## config.mk

```make
export PLATFORM = sky130hd
export DESIGN_NAME = tune_player
export DESIGN_NICKNAME = d
export VERILOG_FILES = /design/src/rtl/tune_pkg.sv /design/src/rtl/song_sequencer.sv /design/src/rtl/note_timer.sv /design/src/rtl/tone_generator.sv /design/src/rtl/tune_player.sv
export VERILOG_INCLUDE_DIRS = /design/src /design/src/include
export SDC_FILE = /design/constraint.sdc
export NUM_CORES = 1
export LEC_CHECK = 0
export BUFFER_PORTS_ARGS = -buffer_cell sky130_fd_sc_hd__buf_4
export CAP_MARGIN = 20
export CORE_MARGIN = 4
export CORE_UTILIZATION = 66
export DETAILED_ROUTE_END_ITERATION = 16
export PLACE_DENSITY = 0.8
export SLEW_MARGIN = 40
export SYNTH_ARGS = -nofsm -noshare
export SYNTH_HDL_FRONTEND = slang
export SYNTH_SLANG_ARGS = --single-unit
```

## constraint.sdc

```tcl
create_clock -name clk -period 11.1 [get_ports clk]
set_input_delay 2.22 -clock clk [delete_from_list [all_inputs] [get_ports clk]]
set_output_delay 2.22 -clock clk [all_outputs]
set_load 0.03 [all_outputs]
```

## src/include/song_table.svh

```systemverilog
/* melody tables for intro and chorus */

`ifndef SONG_TABLE_SVH
`define SONG_TABLE_SVH

localparam tune_pkg::note_t intro_notes [tune_pkg::intro_len] = '{
  '{554, 6},   // c5s
  '{622, 10},
  '{622, 6},
  '{698, 6},
  '{831, 1},   // a5f
  '{740, 1},
  '{698, 1},
  '{622, 1},
  '{554, 6},
  '{622, 10},
  '{0, 4},     // rest
  '{415, 2},
  '{415, 10}
};

localparam tune_pkg::note_t chorus_notes [tune_pkg::chorus_len] = '{
  '{466, 1},   // b4f
  '{466, 1},
  '{415, 1},
  '{415, 1},
  '{698, 3},
  '{698, 3},
  '{622, 6},
  '{466, 1},
  '{466, 1},
  '{415, 1},
  '{415, 1},
  '{622, 3},
  '{622, 3},
  '{554, 3},
  '{523, 1},
  '{466, 2},
  '{554, 1},
  '{554, 1},
  '{554, 1},
  '{554, 1},
  '{554, 3},
  '{622, 3},
  '{523, 3},
  '{466, 1},
  '{415, 2},
  '{415, 2},
  '{415, 2},
  '{622, 4},
  '{554, 8},
  '{466, 1},   // second half of the chorus
  '{466, 1},
  '{415, 1},
  '{415, 1},
  '{698, 3},
  '{698, 3},
  '{622, 6},
  '{466, 1},
  '{466, 1},
  '{415, 1},
  '{415, 1},
  '{831, 3},
  '{523, 3},
  '{554, 3},
  '{523, 1},
  '{466, 2},
  '{554, 1},
  '{554, 1},
  '{554, 1},
  '{554, 1},
  '{554, 3},
  '{622, 3},
  '{523, 3},
  '{466, 1},
  '{415, 2},
  '{0, 2},     // rest
  '{415, 2},
  '{622, 4},
  '{554, 8},
  '{0, 4}      // closing rest
};

// number of notes in a part
function automatic logic [5:0] song_len(tune_pkg::part_t p);
  case (p)
    tune_pkg::intro_a, tune_pkg::intro_b: return 6'(tune_pkg::intro_len);
    default: return 6'(tune_pkg::chorus_len);
  endcase
endfunction

// table lookup for one note of a part
function automatic tune_pkg::note_t song_note(tune_pkg::part_t p, logic [5:0] idx);
  case (p)
    tune_pkg::intro_a, tune_pkg::intro_b: return intro_notes[idx[3:0]];
    default: return chorus_notes[idx];
  endcase
endfunction

`endif

```

## src/rtl/tune_pkg.sv

```systemverilog
/* tune player shared types and constants */

`default_nettype none

package tune_pkg;

  typedef logic [9:0]  freq_t;  // hertz, zero is a rest
  typedef logic [3:0]  beats_t;
  typedef logic [10:0] ms_t;
  typedef logic [15:0] tick_t;

  // one table entry
  typedef struct packed {
    freq_t  freq;
    beats_t beats;
  } note_t;

  typedef enum logic [1:0] {
    intro_a,
    intro_b,
    chorus_a,
    chorus_b
  } part_t;

  typedef enum logic [1:0] {
    idle,
    sounding,
    gap
  } timer_state_t;

  localparam int beat_ms     = 100;  // tempo
  localparam int gap_divisor = 3;    // gap is a third of the note
  localparam int intro_len   = 13;
  localparam int chorus_len  = 59;

  // segment order is g f e d c b a, msb first
  localparam logic [6:0] digit_segments [0:9] = '{
    7'b0111111, 7'b0000110, 7'b1011011, 7'b1001111, 7'b1100110,
    7'b1101101, 7'b1111100, 7'b0000111, 7'b1111111, 7'b1100111
  };

endpackage

`default_nettype wire

```

## src/rtl/song_sequencer.sv

```systemverilog
/* song part and note sequencer */

`timescale 1ns/1ns
`default_nettype none

module song_sequencer (
  input  logic             clk,
  input  logic             rst,
  input  logic             take,
  output tune_pkg::freq_t  note_freq,
  output tune_pkg::beats_t note_beats,
  output logic [6:0]       segments
);

  `include "song_table.svh"

  tune_pkg::part_t part;
  logic [5:0]      index;  // note within the part
  logic            last_note;
  tune_pkg::note_t cur_note;

  assign cur_note   = song_note(part, index);
  assign note_freq  = cur_note.freq;
  assign note_beats = cur_note.beats;
  assign last_note  = (index == song_len(part) - 6'd1);

  always_ff @(posedge clk) begin
    if (rst) begin
      part  <= tune_pkg::intro_a;
      index <= '0;
    end else if (take) begin
      if (last_note) begin
        index <= '0;
        part  <= tune_pkg::part_t'(part + 2'd1);  // chorus_b wraps to intro_a
      end else begin
        index <= index + 6'd1;
      end
    end
  end

  // parts are shown as 1 to 4
  assign segments = tune_pkg::digit_segments[4'(part) + 4'd1];

  a_index_in_part: assert property (
    @(posedge clk) disable iff (rst)
    index < song_len(part)
  );

endmodule

`default_nettype wire

```

## src/rtl/note_timer.sv

```systemverilog
/* note and gap timer */

`timescale 1ns/1ns
`default_nettype none

module note_timer (
  input  logic             clk,
  input  logic             rst,
  input  tune_pkg::tick_t  ticks_per_milli,
  input  tune_pkg::freq_t  note_freq,
  input  tune_pkg::beats_t note_beats,
  output logic             take,
  output tune_pkg::freq_t  tone_freq,
  output logic             sounding
);

  tune_pkg::timer_state_t state;
  tune_pkg::tick_t        tick_cnt;
  tune_pkg::ms_t          ms_cnt;
  tune_pkg::ms_t          note_ms;   // length of the offered note
  tune_pkg::ms_t          sound_ms;  // latched note length
  tune_pkg::ms_t          gap_ms;
  tune_pkg::freq_t        freq_q;
  logic                   ms_strobe;

  assign ms_strobe = (tick_cnt == ticks_per_milli);
  assign note_ms   = tune_pkg::ms_t'(note_beats) * tune_pkg::ms_t'(tune_pkg::beat_ms);

  // free running millisecond prescaler
  always_ff @(posedge clk) begin
    if (rst || ms_strobe) begin
      tick_cnt <= '0;
    end else begin
      tick_cnt <= tick_cnt + 16'd1;
    end
  end

  always_ff @(posedge clk) begin
    if (rst) begin
      state  <= tune_pkg::idle;
      ms_cnt <= '0;
    end else begin
      case (state)
        tune_pkg::idle: begin
          ms_cnt <= '0;
          state  <= (note_beats == '0) ? tune_pkg::gap : tune_pkg::sounding;
        end
        tune_pkg::sounding: begin
          if (ms_cnt == sound_ms) begin
            ms_cnt <= '0;
            state  <= tune_pkg::gap;
          end else if (ms_strobe) begin
            ms_cnt <= ms_cnt + 11'd1;
          end
        end
        tune_pkg::gap: begin
          if (ms_cnt == gap_ms) begin
            state <= tune_pkg::idle;  // next note one cycle later
          end else if (ms_strobe) begin
            ms_cnt <= ms_cnt + 11'd1;
          end
        end
        default: state <= tune_pkg::idle;
      endcase
    end
  end

  // note payload, loaded on take
  always_ff @(posedge clk) begin
    if (take) begin
      freq_q   <= note_freq;
      sound_ms <= note_ms;
      gap_ms   <= note_ms / tune_pkg::ms_t'(tune_pkg::gap_divisor);
    end
  end

  assign take      = (state == tune_pkg::idle) && !rst;
  assign tone_freq = (state == tune_pkg::sounding) ? freq_q : '0;
  assign sounding  = (state == tune_pkg::sounding) && (freq_q != '0);  // rests stay dark

  a_take_once: assert property (
    @(posedge clk) disable iff (rst)
    take |=> (state != tune_pkg::idle) && !take
  );

  a_gap_in_range: assert property (
    @(posedge clk) disable iff (rst)
    (state == tune_pkg::gap) |-> (ms_cnt <= gap_ms)
  );

endmodule

`default_nettype wire

```

## src/rtl/tone_generator.sv

```systemverilog
/* square wave tone generator */

`timescale 1ns/1ns
`default_nettype none

module tone_generator (
  input  logic            clk,
  input  logic            rst,
  input  tune_pkg::tick_t ticks_per_milli,
  input  tune_pkg::freq_t freq,
  output logic            sound
);

  logic [26:0] half_period;  // half of the cycles per second
  logic [26:0] acc;
  logic [26:0] sum;

  // one millisecond is ticks_per_milli + 1 cycles
  assign half_period = ((27'(ticks_per_milli) + 27'd1) * 27'd1000) >> 1;
  assign sum         = acc + 27'(freq);

  always_ff @(posedge clk) begin
    if (rst || freq == '0) begin
      acc   <= '0;
      sound <= 1'b0;
    end else if (sum >= half_period) begin
      acc   <= sum - half_period;  // keep the remainder
      sound <= ~sound;
    end else begin
      acc <= sum;
    end
  end

  // freq must stay below the half period
  a_acc_in_range: assert property (
    @(posedge clk) disable iff (rst)
    acc < half_period
  );

endmodule

`default_nettype wire

```

## src/rtl/tune_player.sv

```systemverilog
/* tune player top level */

`timescale 1ns/1ns
`default_nettype none

module tune_player (
  input  logic            clk,
  input  logic            rst,
  input  tune_pkg::tick_t ticks_per_milli,
  output logic            sound,
  output logic [7:0]      led
);

  logic             take;
  tune_pkg::freq_t  note_freq;
  tune_pkg::beats_t note_beats;
  tune_pkg::freq_t  tone_freq;

  song_sequencer u_sequencer (
    .clk        (clk),
    .rst        (rst),
    .take       (take),
    .note_freq  (note_freq),
    .note_beats (note_beats),
    .segments   (led[6:0])  // part digit
  );

  note_timer u_timer (
    .clk             (clk),
    .rst             (rst),
    .ticks_per_milli (ticks_per_milli),
    .note_freq       (note_freq),
    .note_beats      (note_beats),
    .take            (take),
    .tone_freq       (tone_freq),
    .sounding        (led[7])  // dot
  );

  tone_generator u_tone (
    .clk             (clk),
    .rst             (rst),
    .ticks_per_milli (ticks_per_milli),
    .freq            (tone_freq),
    .sound           (sound)
  );

endmodule

`default_nettype wire

```

==> metrics.csv <==
metric,value,unit
Max Root-Sink Buffers,2,
core box area,18100,um2
PostCTS Resize Cnt,0,
CTS tree,done,
Synth top area share,0.136,
WL/cell,17.3,um
H-Tree Depth,3,
fin crit period,10.12,ns
Critical Path Max Stage Delay,0.51,ns
Synth cell types,98,
number of DRC markers in iteration 0,918,
synth cell count leaders,"inv_1 (148), nor2_1 (141), ha_1 (133)",
GRT Total Usage,0.292,
Crit Path Max Fanout,25,
sum of negative setup slack,0,ns
Mapped Avg Cell Area,8.15,um2
clock skew,0.0192,ns
Initial Utilization,0.677,
worst path arrival time,10.37,ns
first-pass GRT wire length,49200,um
post-synth top area cell,ha_1,
PortBufs,26,
CTS Hold Bufs,0,
element type at the critical path end,flip-flop,
"Primary FF master, synth",dfxtp_1,
Clock Tree Root,clkbuf_16,
Worst Hold Class,flip-flop to flip-flop,
HPWL Detailed,23400,um
post-CTS setup buffer count,0,
Syn Inst Count,1503,
fillers,1478,
"Req. time, crit path",11.35,ns
Via density,6.19,
top-level port count,27,
Met1 Wirelength,12600,um
Fin. Hold Viols,0,
met2 wire len,14100,um
Setup CP Type,primary input to flip-flop,
Critical Path Slowest Stage Cell,fa_1,
GRT overflow,0,
routability cong.,0.959,
Achievable Freq,0.0988,GHz
Worst-Skew Late Latency,0.36,ns
DR WL met3,1860,um
Routed Antenna Nets,0,
crit path launch type,primary input,
Total Wirelength,29900,um
"count leader, synth",inv_1,
Tcrit/Tclk final,0.912,
clock sinks,94,
"Slew Viols, Final",0,
max-capacitance violation count,0,
top post-synthesis cells by area,"ha_1 (14%), dfxtp_1 (11%), fa_1 (9.8%)",
clock buffer count from CTS,9,
unrepaired setup endpoints after global routing,no,
die height,144,um
Post-synth EDFFs,29,
vias in the first global route,10000,
outcome,completed,
asr flop ratio synth,0,
Register Area,2170,um2
ANT cells,0,
synthesized net count,1714,
drt drc,0,
Die X,144,um
initial antenna violation count,0,
Worst Tran Pin Value,0.750,ns
Row Count,49,
#FFs+latches synth,94,
Netlist Area Pre-Place,12200,um2
Area Growth Syn to Fin,5.27,%
Ys Warns,0,
via count,10700,
Final setup violation count,0,
Slew headroom,0.499,
largest net degree at the start of global routing,36,
total die area,20800,um2
top sig layer,met4,
fraction of layout cells with a size suffix above 1,0.0732,
clk slew on worst S/H paths,0.08,ns
drt pass-1 iters,6,
area occupied by multi-input gates,9250,um2
sequential area share after synthesis,0.177,
Nets,1709,
[layout make-up]
class	instances	area share
tap	229	0.0222
sequential	94	0.169
clock inverter	5	0.00330
timing repair buffer	41	0.0239
inverter	154	0.0454
clock buffer	11	0.0188
multi-input combinational	1198	0.718
[kinds of logic (layout without fill, tap and decap cells)]
logic type	count (synthesis)	count (layout)	share of synthesized area
buf+inv	211	211	0.0684
mux	43	43	0.0387
simple gates	484	484	0.195
fa+ha+maj	193	193	0.234
flops	94	94	0.177
compound gates	337	337	0.185
xor+xnor	141	141	0.101
[worst max-delay path, delay by kind of cell]
family / cells / cell delay (ns)
xor+xnor: 2 / 0.54
buf+inv: 4 / 0.54
compound gates: 19 / 3.37
mux: 1 / 0.22
simple gates: 6 / 0.74
fa+ha+maj: 7 / 2.69
[routing by layer]
metal / up-vias / GRT usage
met5: - / 0
met4: 0 / 0.133
met3: 72 / 0.0427
met2: 389 / 0.486
met1: 5043 / 0.376
li1: 5214 / -
[per-stage QoR]
step	std cells	setup WS, ns	hold WS (ns)	utilization	area [um2]
after global routing	1732	0.223	0.553	0.713	12900
after CTS	1732	1.06	0.516	0.712	12900
final	1732	0.978	0.519	0.713	12900
after floorplan	1503	1.36	0.453	-	12200
after detailed placement	1716	0.743	0.507	0.696	12600
after global placement	1716	1.11	0.495	0.696	12600
[worst paths after layout]
check                         endpoint  slack, ns  cells past startpoint                  from
hold / removal    u_timer.tick_cnt[14]       0.52                      2  u_timer.tick_cnt[14]
setup / recovery         u_tone.acc[7]       0.98                     39    ticks_per_milli[0]
setup reg to reg     u_timer.gap_ms[0]       0.99                     38  u_sequencer.index[1]
hold reg to reg   u_timer.tick_cnt[14]       0.52                      2  u_timer.tick_cnt[14]
[registers in the layout, summed over array words and instances (netlist names)]
register	flops
u_tone.acc	27
u_sequencer.index	6
u_timer.state	2
u_timer.freq_q	10
u_tone.sound	1
u_timer.sound_ms	9
u_timer.tick_cnt	16
u_sequencer.part	2
u_timer.ms_cnt	11
u_timer.gap_ms	10
[placed cells by master, fill, tap and decap left out, drive strengths merged, types with 7 or more instances in the layout]
master / n
inv: 157
o21ai: 93
nand3: 55
a21boi: 13
nor4: 12
nand2b: 21
xor2: 48
buf: 41
and3: 16
a21o: 18
dfxtp: 65
xnor2: 93
edfxtp: 29
o211ai: 10
fa: 60
a21oi: 98
o21bai: 7
mux2i: 37
nor3: 35
clkbuf: 11
o22ai: 10
nor2: 143
or3: 16
nand4: 19
a31oi: 14
ha: 133
a211oi: 12
or2: 10
nand2: 102
nor2b: 14
and2: 22
Power is not shown: default switching activity piles up to over one toggle a cycle in this logic, so the estimate is an artifact.
